## src/hw/csr_pkg.sv

```systemverilog
package csr_pkg;

    // ======================================================================
    // Basic types
    // ======================================================================
    typedef logic [31:0] xlen_t;      // One CSR data word
    typedef logic [11:0] csr_addr_t;  // Full 12-bit CSR address space

    // ======================================================================
    // CSR addresses
    // ======================================================================
    // Machine trap setup and handling
    localparam csr_addr_t CSR_MSTATUS       = 12'h300;
    localparam csr_addr_t CSR_MISA          = 12'h301;
    localparam csr_addr_t CSR_MIE           = 12'h304;
    localparam csr_addr_t CSR_MTVEC         = 12'h305;
    localparam csr_addr_t CSR_MSTATUSH      = 12'h310;
    localparam csr_addr_t CSR_MCOUNTINHIBIT = 12'h320;
    localparam csr_addr_t CSR_MSCRATCH      = 12'h340;
    localparam csr_addr_t CSR_MEPC          = 12'h341;
    localparam csr_addr_t CSR_MCAUSE        = 12'h342;
    localparam csr_addr_t CSR_MTVAL         = 12'h343;
    localparam csr_addr_t CSR_MIP           = 12'h344;
    localparam csr_addr_t CSR_MTINST        = 12'h34A;
    localparam csr_addr_t CSR_MTVAL2        = 12'h34B;  // Reads as zero

    // Zicntr counters, low and high halves
    localparam csr_addr_t CSR_MCYCLE        = 12'hB00;
    localparam csr_addr_t CSR_MINSTRET      = 12'hB02;
    localparam csr_addr_t CSR_MCYCLEH       = 12'hB80;
    localparam csr_addr_t CSR_MINSTRETH     = 12'hB82;

    // Machine information registers, all hardwired to zero
    localparam csr_addr_t CSR_MVENDORID     = 12'hF11;
    localparam csr_addr_t CSR_MARCHID       = 12'hF12;
    localparam csr_addr_t CSR_MIMPID        = 12'hF13;
    localparam csr_addr_t CSR_MHARTID       = 12'hF14;
    localparam csr_addr_t CSR_MCONFIGPTR    = 12'hF15;

    // Core-private trap sequencing, custom space
    localparam csr_addr_t CSR_ENTER_TRAP    = 12'h7C0;
    localparam csr_addr_t CSR_EXIT_TRAP     = 12'h7C1;

    // ======================================================================
    // Trap causes, vector offsets, bit positions and reset values
    // ======================================================================
    localparam xlen_t IRQ_CODE_SOFTWARE = 32'h8000_0003;
    localparam xlen_t IRQ_CODE_TIMER    = 32'h8000_0007;
    localparam xlen_t IRQ_CODE_EXTERNAL = 32'h8000_000B;

    localparam xlen_t VEC_OFS_SOFTWARE  = 32'h0000_000C;  // 4 * 3
    localparam xlen_t VEC_OFS_TIMER     = 32'h0000_001C;  // 4 * 7
    localparam xlen_t VEC_OFS_EXTERNAL  = 32'h0000_002C;  // 4 * 11

    localparam int MSTATUS_MIE_BIT  = 3;  // Global interrupt enable
    localparam int MSTATUS_MPIE_BIT = 7;  // MIE saved on trap entry

    localparam xlen_t MISA_RESET   = 32'h4000_0100;  // MXL = 1, I bit set
    localparam xlen_t INVALID_ADDR = 32'hFFFF_FFFC;  // mtvec before software sets it

    // Decoded register select, one value per register half
    typedef enum logic [4:0] {
        SEL_ZERO, SEL_MISA, SEL_MTVEC, SEL_MSTATUS, SEL_MSTATUSH,
        SEL_MEPC, SEL_MCAUSE, SEL_MTVAL, SEL_MTINST, SEL_MSCRATCH,
        SEL_MIE, SEL_MIP, SEL_MCOUNTINHIBIT,
        SEL_MCYCLE, SEL_MCYCLEH, SEL_MINSTRET, SEL_MINSTRETH,
        SEL_ENTER_TRAP, SEL_EXIT_TRAP
    } csr_sel_e;

    // Request broadcast to the register units
    typedef struct packed {
        logic     valid;  // High only in the acceptance cycle
        csr_sel_e sel;
        logic     we;
        xlen_t    wdata;
    } csr_req_t;

endpackage

```

## src/hw/csr_access_ctrl.sv

```systemverilog
module csr_access_ctrl (
    input  logic              clk_i,
    input  logic              rst_i,
    input  logic              stb_i,
    input  logic              cyc_i,
    input  logic              we_i,
    input  csr_pkg::csr_addr_t addr_i,
    input  csr_pkg::xlen_t    data_i,
    input  csr_pkg::xlen_t    trap_rdata_i,
    input  csr_pkg::xlen_t    irq_rdata_i,
    input  csr_pkg::xlen_t    cnt_rdata_i,
    output logic              ack_o,
    output logic              err_o,
    output csr_pkg::xlen_t    data_o,
    output csr_pkg::csr_req_t req_o
);
    import csr_pkg::*;

    logic     ack_q, err_q;  // Registered response flags
    logic     accept;        // New transaction on this edge
    logic     hit;           // Address maps to a register
    csr_sel_e sel;
    xlen_t    rdata;         // Merged read word of all units

    // Response drops together with the strobe
    assign ack_o  = ack_q & stb_i;
    assign err_o  = err_q & stb_i;
    assign accept = stb_i & cyc_i & ~ack_o & ~err_o;
    assign rdata  = trap_rdata_i | irq_rdata_i | cnt_rdata_i;  // Non-owners give zero

    // ======================================================================
    // Address decode
    // ======================================================================
    always_comb begin
        hit = 1'b1;
        case (addr_i)
            CSR_MISA:          sel = SEL_MISA;
            CSR_MTVEC:         sel = SEL_MTVEC;
            CSR_MSTATUS:       sel = SEL_MSTATUS;
            CSR_MSTATUSH:      sel = SEL_MSTATUSH;
            CSR_MEPC:          sel = SEL_MEPC;
            CSR_MCAUSE:        sel = SEL_MCAUSE;
            CSR_MTVAL:         sel = SEL_MTVAL;
            CSR_MTINST:        sel = SEL_MTINST;
            CSR_MSCRATCH:      sel = SEL_MSCRATCH;
            CSR_MIE:           sel = SEL_MIE;
            CSR_MIP:           sel = SEL_MIP;
            CSR_MCOUNTINHIBIT: sel = SEL_MCOUNTINHIBIT;
            CSR_MCYCLE:        sel = SEL_MCYCLE;
            CSR_MCYCLEH:       sel = SEL_MCYCLEH;
            CSR_MINSTRET:      sel = SEL_MINSTRET;
            CSR_MINSTRETH:     sel = SEL_MINSTRETH;
            CSR_ENTER_TRAP:    sel = SEL_ENTER_TRAP;
            CSR_EXIT_TRAP:     sel = SEL_EXIT_TRAP;
            CSR_MVENDORID, CSR_MARCHID, CSR_MIMPID,
            CSR_MHARTID, CSR_MCONFIGPTR, CSR_MTVAL2: begin
                sel = SEL_ZERO;  // Mapped, writes ignored
            end
            default: begin
                sel = SEL_ZERO;
                hit = 1'b0;      // Unmapped, answered with err
            end
        endcase
    end

    // One-cycle request, unknown addresses never reach the units
    always_comb begin
        req_o.valid = accept & hit;
        req_o.sel   = sel;
        req_o.we    = we_i;
        req_o.wdata = data_i;
    end

    // ======================================================================
    // Response flags and read data
    // ======================================================================
    always_ff @(posedge clk_i) begin
        if (rst_i) begin
            ack_q  <= 1'b0;
            err_q  <= 1'b0;
            data_o <= '0;
        end else begin
            if (ack_q) ack_q <= stb_i;  // Hold until strobe falls
            if (err_q) err_q <= stb_i;
            if (accept) begin
                ack_q  <= hit;
                err_q  <= ~hit;
                data_o <= rdata;        // Zero for unmapped addresses
            end
        end
    end

    a_resp_excl: assert property (@(posedge clk_i) disable iff (rst_i) !(ack_o && err_o));
    a_req_single: assert property (@(posedge clk_i) disable iff (rst_i)
        req_o.valid |=> !req_o.valid);

endmodule

```

## src/hw/csr_counters.sv

```systemverilog
module csr_counters (
    input  logic              clk_i,
    input  logic              rst_i,
    input  logic              instret_i,
    input  csr_pkg::csr_req_t req_i,
    output csr_pkg::xlen_t    rdata_o
);
    import csr_pkg::*;

    logic [63:0] mcycle;
    logic [63:0] minstret;
    xlen_t       mcountinhibit;  // Bit 0 cycle, bit 2 instret
    logic        wr;             // Valid bus write this cycle

    assign wr = req_i.valid & req_i.we;

    // Next value of one 64-bit counter, a half write beats the increment
    function automatic logic [63:0] cnt_next(
        input logic [63:0] cur,
        input logic        inc,
        input logic        wr_lo,
        input logic        wr_hi,
        input xlen_t       wdata
    );
        logic [63:0] nxt;
        nxt = inc ? cur + 64'd1 : cur;
        if (wr_lo) nxt = {cur[63:32], wdata};
        if (wr_hi) nxt = {wdata, cur[31:0]};
        return nxt;
    endfunction

    // Read mux
    always_comb begin
        case (req_i.sel)
            SEL_MCOUNTINHIBIT: rdata_o = mcountinhibit;
            SEL_MCYCLE:        rdata_o = mcycle[31:0];
            SEL_MCYCLEH:       rdata_o = mcycle[63:32];
            SEL_MINSTRET:      rdata_o = minstret[31:0];
            SEL_MINSTRETH:     rdata_o = minstret[63:32];
            default:           rdata_o = '0;
        endcase
    end

    // ======================================================================
    // Counter update
    // ======================================================================
    always_ff @(posedge clk_i) begin
        if (rst_i) begin
            mcountinhibit <= '1;  // All counters stopped
            mcycle        <= '0;
            minstret      <= '0;
        end else begin
            if (wr && req_i.sel == SEL_MCOUNTINHIBIT) mcountinhibit <= req_i.wdata;
            mcycle <= cnt_next(mcycle, ~mcountinhibit[0],
                               wr && req_i.sel == SEL_MCYCLE,
                               wr && req_i.sel == SEL_MCYCLEH, req_i.wdata);
            minstret <= cnt_next(minstret, instret_i & ~mcountinhibit[2],
                                 wr && req_i.sel == SEL_MINSTRET,
                                 wr && req_i.sel == SEL_MINSTRETH, req_i.wdata);
        end
    end

endmodule

```

## src/hw/csr_irq_unit.sv

```systemverilog
module csr_irq_unit #(
    parameter int IRQ_WIDTH = 32  // Interrupt lines, 1 to 32
) (
    input  logic                 clk_i,
    input  logic                 rst_i,
    input  csr_pkg::csr_req_t    req_i,
    input  logic                 mstatus_mie_i,
    input  logic [IRQ_WIDTH-1:0] io_interrupts_i,
    output csr_pkg::xlen_t       rdata_o,
    output logic [IRQ_WIDTH-1:0] io_interrupts_o
);
    import csr_pkg::*;

    logic [IRQ_WIDTH-1:0] mie_q;  // Per-line enables
    logic [IRQ_WIDTH-1:0] mip_q;  // Sticky pending bits

    // Hidden from the core while globally disabled
    assign io_interrupts_o = mstatus_mie_i ? mip_q : '0;

    // Upper bits beyond IRQ_WIDTH read as zero
    always_comb begin
        rdata_o = '0;
        case (req_i.sel)
            SEL_MIE: rdata_o[IRQ_WIDTH-1:0] = mie_q;
            SEL_MIP: rdata_o[IRQ_WIDTH-1:0] = mip_q;
            default: ;
        endcase
    end

    always_ff @(posedge clk_i) begin
        if (rst_i) begin
            mie_q <= '0;
            mip_q <= '0;
        end else begin
            if (req_i.valid && req_i.we && req_i.sel == SEL_MIE) begin
                mie_q <= req_i.wdata[IRQ_WIDTH-1:0];
            end
            if (req_i.valid && req_i.we && req_i.sel == SEL_MIP) begin
                mip_q <= req_i.wdata[IRQ_WIDTH-1:0];             // Bus write wins
            end else if (mstatus_mie_i) begin
                mip_q <= mip_q | (io_interrupts_i & mie_q);      // Latch enabled lines
            end
        end
    end

    a_irq_masked: assert property (@(posedge clk_i) disable iff (rst_i)
        !mstatus_mie_i |-> io_interrupts_o == '0);

endmodule

```

## src/hw/csr_top.sv

```systemverilog
module csr_top #(
    parameter int IRQ_WIDTH = 32
) (
    input  logic                  clk_i,
    input  logic                  rst_i,
    input  logic                  stb_i,
    input  logic                  cyc_i,
    input  logic                  we_i,
    input  logic                  instret_i,
    input  csr_pkg::csr_addr_t    addr_i,
    input  csr_pkg::xlen_t        data_i,
    input  logic [IRQ_WIDTH-1:0]  io_interrupts_i,
    output logic                  ack_o,
    output logic                  err_o,
    output csr_pkg::xlen_t        data_o,
    output logic [IRQ_WIDTH-1:0]  io_interrupts_o
);
    import csr_pkg::*;

    csr_req_t req;                               // Broadcast to all units
    xlen_t    trap_rdata, irq_rdata, cnt_rdata;  // ORed in access control
    logic     mstatus_mie;

    // Bus front end
    csr_access_ctrl u_access (
        .clk_i, .rst_i, .stb_i, .cyc_i, .we_i, .addr_i, .data_i,
        .trap_rdata_i (trap_rdata),
        .irq_rdata_i  (irq_rdata),
        .cnt_rdata_i  (cnt_rdata),
        .ack_o, .err_o, .data_o,
        .req_o        (req)
    );

    csr_trap_status u_trap (
        .clk_i, .rst_i,
        .req_i         (req),
        .rdata_o       (trap_rdata),
        .mstatus_mie_o (mstatus_mie)
    );

    csr_irq_unit #(.IRQ_WIDTH(IRQ_WIDTH)) u_irq (
        .clk_i, .rst_i,
        .req_i         (req),
        .mstatus_mie_i (mstatus_mie),
        .io_interrupts_i,
        .rdata_o       (irq_rdata),
        .io_interrupts_o
    );

    csr_counters u_cnt (
        .clk_i, .rst_i, .instret_i,
        .req_i   (req),
        .rdata_o (cnt_rdata)
    );

endmodule

```

## src/hw/csr_trap_status.sv

```systemverilog
module csr_trap_status (
    input  logic              clk_i,
    input  logic              rst_i,
    input  csr_pkg::csr_req_t req_i,
    output csr_pkg::xlen_t    rdata_o,
    output logic              mstatus_mie_o
);
    import csr_pkg::*;

    xlen_t misa, mstatus, mstatush, mtvec, mepc;
    xlen_t mcause, mtval, mtinst, mscratch;
    xlen_t mtvec_base;    // mtvec without mode bits
    xlen_t vec_ofs;       // Vectored offset for the current cause
    xlen_t handler_addr;  // Read word of trap entry

    assign mstatus_mie_o = mstatus[MSTATUS_MIE_BIT];
    assign mtvec_base    = {mtvec[31:2], 2'b00};

    // ======================================================================
    // Trap handler address
    // ======================================================================
    always_comb begin
        case (mcause)
            IRQ_CODE_SOFTWARE: vec_ofs = VEC_OFS_SOFTWARE;
            IRQ_CODE_TIMER:    vec_ofs = VEC_OFS_TIMER;
            IRQ_CODE_EXTERNAL: vec_ofs = VEC_OFS_EXTERNAL;
            default:           vec_ofs = '0;  // Exceptions go to base
        endcase
    end

    // Mode 01 is vectored, anything else behaves as direct
    assign handler_addr = (mtvec[1:0] == 2'b01) ? mtvec_base + vec_ofs : mtvec_base;

    // Read mux, zero for selects owned elsewhere
    always_comb begin
        case (req_i.sel)
            SEL_MISA:       rdata_o = misa;
            SEL_MTVEC:      rdata_o = mtvec;
            SEL_MSTATUS:    rdata_o = mstatus;
            SEL_MSTATUSH:   rdata_o = mstatush;
            SEL_MEPC:       rdata_o = mepc;
            SEL_MCAUSE:     rdata_o = mcause;
            SEL_MTVAL:      rdata_o = mtval;
            SEL_MTINST:     rdata_o = mtinst;
            SEL_MSCRATCH:   rdata_o = mscratch;
            SEL_ENTER_TRAP: rdata_o = handler_addr;
            SEL_EXIT_TRAP:  rdata_o = mepc;      // Return address
            default:        rdata_o = '0;
        endcase
    end

    // ======================================================================
    // Register update, trap entry and exit
    // ======================================================================
    always_ff @(posedge clk_i) begin
        if (rst_i) begin
            misa     <= MISA_RESET;
            mtvec    <= INVALID_ADDR;  // No handler installed yet
            mstatus  <= '0;            // Interrupts globally off
            mstatush <= '0;            // Little endian
            mepc     <= '0;
            mcause   <= '0;
            mtval    <= '0;
            mtinst   <= '0;
            mscratch <= '0;
        end else if (req_i.valid) begin
            case (req_i.sel)
                SEL_MISA:     if (req_i.we) misa <= req_i.wdata;
                SEL_MTVEC:    if (req_i.we) mtvec <= req_i.wdata;
                SEL_MSTATUS:  if (req_i.we) mstatus <= req_i.wdata;
                SEL_MSTATUSH: if (req_i.we) mstatush <= req_i.wdata;
                SEL_MEPC:     if (req_i.we) mepc <= req_i.wdata;
                SEL_MCAUSE:   if (req_i.we) mcause <= req_i.wdata;
                SEL_MTVAL:    if (req_i.we) mtval <= req_i.wdata;
                SEL_MTINST:   if (req_i.we) mtinst <= req_i.wdata;
                SEL_MSCRATCH: if (req_i.we) mscratch <= req_i.wdata;
                SEL_ENTER_TRAP: begin
                    // Save MIE, then mask to prevent preemption
                    mstatus[MSTATUS_MPIE_BIT] <= mstatus[MSTATUS_MIE_BIT];
                    mstatus[MSTATUS_MIE_BIT]  <= 1'b0;
                end
                SEL_EXIT_TRAP: begin
                    mstatus[MSTATUS_MIE_BIT]  <= mstatus[MSTATUS_MPIE_BIT];
                    mstatus[MSTATUS_MPIE_BIT] <= 1'b1;
                end
                default: ;
            endcase
        end
    end

    // Interrupts masked right after entering a handler
    a_entry_masks: assert property (@(posedge clk_i) disable iff (rst_i)
        (req_i.valid && req_i.sel == SEL_ENTER_TRAP) |=> !mstatus_mie_o);

endmodule

```

## config.mk

```make
export PLATFORM = sky130hd
export DESIGN_NAME = csr_top
export DESIGN_NICKNAME = d
export VERILOG_FILES = /design/src/hw/csr_pkg.sv /design/src/hw/csr_access_ctrl.sv /design/src/hw/csr_counters.sv /design/src/hw/csr_irq_unit.sv /design/src/hw/csr_top.sv /design/src/hw/csr_trap_status.sv
export SDC_FILE = /design/constraint.sdc
export NUM_CORES = 2
export LEC_CHECK = 0
export BUFFER_PORTS_ARGS = -buffer_cell sky130_fd_sc_hd__buf_2
export CELL_PAD_IN_SITES_DETAIL_PLACEMENT = 1
export CELL_PAD_IN_SITES_GLOBAL_PLACEMENT = 1
export CORE_ASPECT_RATIO = 0.9
export CORE_UTILIZATION = 40
export DETAILED_ROUTE_END_ITERATION = 16
export GPL_TIMING_DRIVEN = 0
export PLACE_DENSITY_LB_ADDON = 0.08
export SYNTH_ARGS = -nofsm -noshare
export SYNTH_HDL_FRONTEND = slang
export SYNTH_HIERARCHICAL = 1
export SYNTH_SLANG_ARGS = --single-unit
```

## constraint.sdc

```tcl
create_clock -name clk_i -period 4.1 [get_ports clk_i]
set_clock_uncertainty 0.2 [all_clocks]
set_input_delay 0.205 -clock clk_i [delete_from_list [all_inputs] [get_ports clk_i]]
set_output_delay 0.205 -clock clk_i [all_outputs]
set_load 0.1 [all_outputs]
```

==> metrics.md <==
| Metric | Value |
|---|---|
| Global-route wire length before repair | `219.7 mm` |
| VDD IR max | `between 0.0003 and 0.0004 V` |
| Sequential area share after synthesis | `37.54%` |
| Synth top area cells | `dfxtp_1, nand2_1, a21oi_1` |
| Largest family of logic cells by synthesized area | `simple AND/OR/NAND/NOR gates` |
| Clk Latency, worst-skew pair | `0.67 ns` |
| # setup viols final | `0` |
| Initial antenna violation count | `6` |
| Synth top area share | `37.54%` |
| Number of library cell types mapped by synthesis | `102` |
| HPWL Detailed | `around 120 mm` |
| Antenna Nets Post-Route | `0` |
| DR vias/cell | `6.517` |
| Register area | `10930 µm²` |
| Placeable Area | `71800 µm²` |
| Multiplexer area fraction after synthesis | `3.927%` |
| FILL cells | `8902` |
| Vias post-DR | `32730` |
| CP Launch Point | `addr_i[5]` |
| Gr usage total | `40.67%` |
| CTS tree | `done` |
| Synthesized flop and latch total | `546` |
| Maximum clock frequency | `247.8 MHz` |
| Routed wire length | `approximately 160 mm` |
| Non-filler cells, final | `around 5000` |
| Synth top cells by count | `nand2_1, dfxtp_1, a21oi_1` |
| Crit path DAT | `4.33 ns` |
| Die area | `73880 µm²` |
| RSZ-0062 raised after global routing | `true` |
| Pin count of the biggest net entering global routing | `18` |
| Hold Fails Final Rpt | `0` |
| Synth Instances | `3772` |
| Post-synth ARST share | `0%` |
| Slew Limit Fails | `0` |
| Period utilization | `98.42%` |
| Tmin final | `approximately 4 ns` |
| Critical Path Fanout Max | `10` |
| Share of cells above drive strength 1 | `11.23%` |
| Max Buffers Root-to-Sink | `3` |
| GPL Wtd Cong | `1.009` |
| Power per cell area | `roughly 350 nW/µm²` |
| Vias in the first global route | `between 30000 and 40000` |
| CTS clk-pin slew, worst paths | `about 0.06 ns` |
| WP data required | `4.40 ns` |
| TritonCTS sink count | `546` |
| Die extent in y | `258.0 µm` |
| Die width | `286.4 µm` |
| Post-synth EDFFs | `0` |
| Xor/xnor share of the synthesized area | `1.564%` |
| Post-placement cell count | `4837` |
| Post-synthesis simple-gate area fraction | `26.67%` |
| Worst R2R End | `u_access/data_o[26]` |
| R2r startpoint | `u_trap/mcause[17]` |
| WHS Path Cells | `4` |
| Worst Hold Class | `input port to register` |
| Hold EP | `u_access/err_q` |
| R2R cell count | `16` |
| CP Launch Type | `input port` |
| Status | `finished clean` |
| Rel. slew slack | `10.95%` |
| Max_cap viols | `0` |
| Dominant synthesized flop cell | `dfxtp_1` |
| Overflow after GRT | `0` |
| Synth area leader | `dfxtp_1` |
| Adder-cell share of the synthesized area | `0.3266%` |
| Leakage power | `0.01160 µW` |
| Net Count, Synth | `3861` |
| Multi-input logic area | `approximately 17000 µm²` |
| Kind of critical path | `input port to register` |
| # rows | `93` |
| Worst-Margin Slew | `between 1 and 1.5 ns` |
| Drt pass-1 iters | `8` |
| CP endpoint kind | `register` |
| # IOs | `between 100 and 150` |
| Initial drt markers | `4374` |
| Routed len/inst | `30.87 µm` |
| Mapped cell area | `29120 µm²` |
| Initial core utilization | `about two fifths` |
| Setup TNS | `0 ns` |
| Top-count cell post-synth | `nand2_1` |
| Port Buffers | `about 110` |
| Synthesized area per cell | `slightly below 8 µm²` |
| H-tree depth | `2` |
| Nets | `4115` |
| Compound-Gate Fraction of Synth Area | `about a quarter` |
| R2R setup slack | `0.12 ns` |
| DRC viols | `0` |
| Hold_sp | `addr_i[10]` |
| Warnings, synthesis | `6` |
| TritonCTS buffer count | `61` |
| CTS root buffer | `clkbuf_16` |
| Area grow syn2layout | `17.17%` |
-- cell type report --
cell class | count | area share, %
diodes | 2 | 0.01467
plain buffers | 376 | 5.233
clock buffers | 92 | 5.226
clock inverters | 16 | 0.6674
inverters | 25 | 0.2750
multi-input cells | 2824 | 49.02
flip-flops and latches | 546 | 32.04
well taps | 950 | 3.484
repair buffers | 192 | 4.038
-- how the worst max path moves through the flow --
stage | endpoint | cells past startpoint | slack, ns
final | u_access/data_o[25] | 16 | 0.06
after global routing | u_access/data_o[11] | 15 | -0.001
after CTS | u_access/data_o[30] | 16 | 0.002
after detailed placement | u_access/data_o[30] | 16 | -1.61
after global placement | u_cnt/minstret[29] | 13 | -2.80
after floorplan | u_cnt/mcycle[18] | 14 | 0.31
-- critical path: stages --
cell       delay (ns)
buf_2            0.13
or4_1            0.51
buf_4            0.18
nor2_1           0.12
a21o_1           0.14
a31oi_1          0.12
o32ai_4          0.32
buf_12           0.18
buf_2            0.27
nor2_1           0.13
and3_1           0.20
a2111oi_0        1.00
and3_1           0.33
o211ai_1         0.17
nor3_1           0.23
a211oi_1         0.10
-- flip-flops by register name (all words and copies together), names as in the netlist --
signal               cells
u_access/ack_q           1
u_trap/mstatush         32
u_cnt/mcountinhibit     32
u_access/err_q           1
u_trap/mepc             32
u_cnt/mcycle            64
u_irq/mip_q             32
u_trap/mcause           32
u_trap/mtinst           32
u_trap/mscratch         32
u_irq/mie_q             32
u_trap/mtval            32
u_trap/mtvec            32
u_trap/misa             32
u_cnt/minstret          64
u_trap/mstatus          32
u_access/data_o         32
-- per-layer routing --
metal	wire length, µm	GRT usage (%)	up-vias
li1	-	-	14040
met1	68540	61.09	16260
met2	59150	54.39	2156
met3	22700	12.84	273
met4	4644	11.48	2
met5	13	0	-
-- where the power goes --
part | switching, µW | internal, µW
Sequential | 101 | 5360
Clock | 2480 | 3240
Combinational | 689 | 208
-- metrics by stage --
step	utilization, %	setup WS (ns)	hold slack (ns)	instance area [µm²]	total power [µW]
after global placement	43.00	-2.803	0.2409	30870	6386
after detailed placement	43.08	-1.610	0.2466	30930	6391
after global routing	47.51	-0.0009619	0.09062	34110	12320
after floorplan	-	0.3082	0.2050	29120	6001
after CTS	47.28	0.002066	0.03417	33940	12050
final	47.52	0.06462	0.07777	34120	12080
-- placed cells by master, fill, tap and decap left out, drive strengths merged, types with 60 or more instances in the layout --
cell type	Yosys	final
nand2	735	735
dfxtp	546	546
a21oi	396	396
clkbuf	255	345
buf	121	243
nor2	205	205
a22oi	150	150
nand3	142	142
mux2i	112	112
o21ai	98	98
nor3	78	78
a211oi	73	73
nand2b	72	72
dlygate4sd3	0	68
nand4	67	67
and2	60	60
-- what timing repair did --
item                                    in CTS  in global routing
endpoints found under the setup margin     469                183
hold buffers                                68                  0
setup buffers                                5                  4
pin swaps                                    3                 10
hold endpoints to repair                   228                  0
resized for setup                           70                 62
-- cells by family (layout without fill, tap and decap cells) --
| kind of cell | Yosys count | count (layout) |
|---|---|---|
| AND/OR/NAND/NOR | 1594 | 1594 |
| AO/OA/AOI/OAI | 1057 | 1057 |
| flip-flops | 546 | 546 |
| buffers and inverters | 402 | 701 |
| multiplexers | 114 | 114 |
| XOR/XNOR | 52 | 52 |
| adder cells (fa/ha/maj) | 7 | 7 |
| other | 0 | 2 |
No activity file was read; power rests on OpenSTA's default activity.
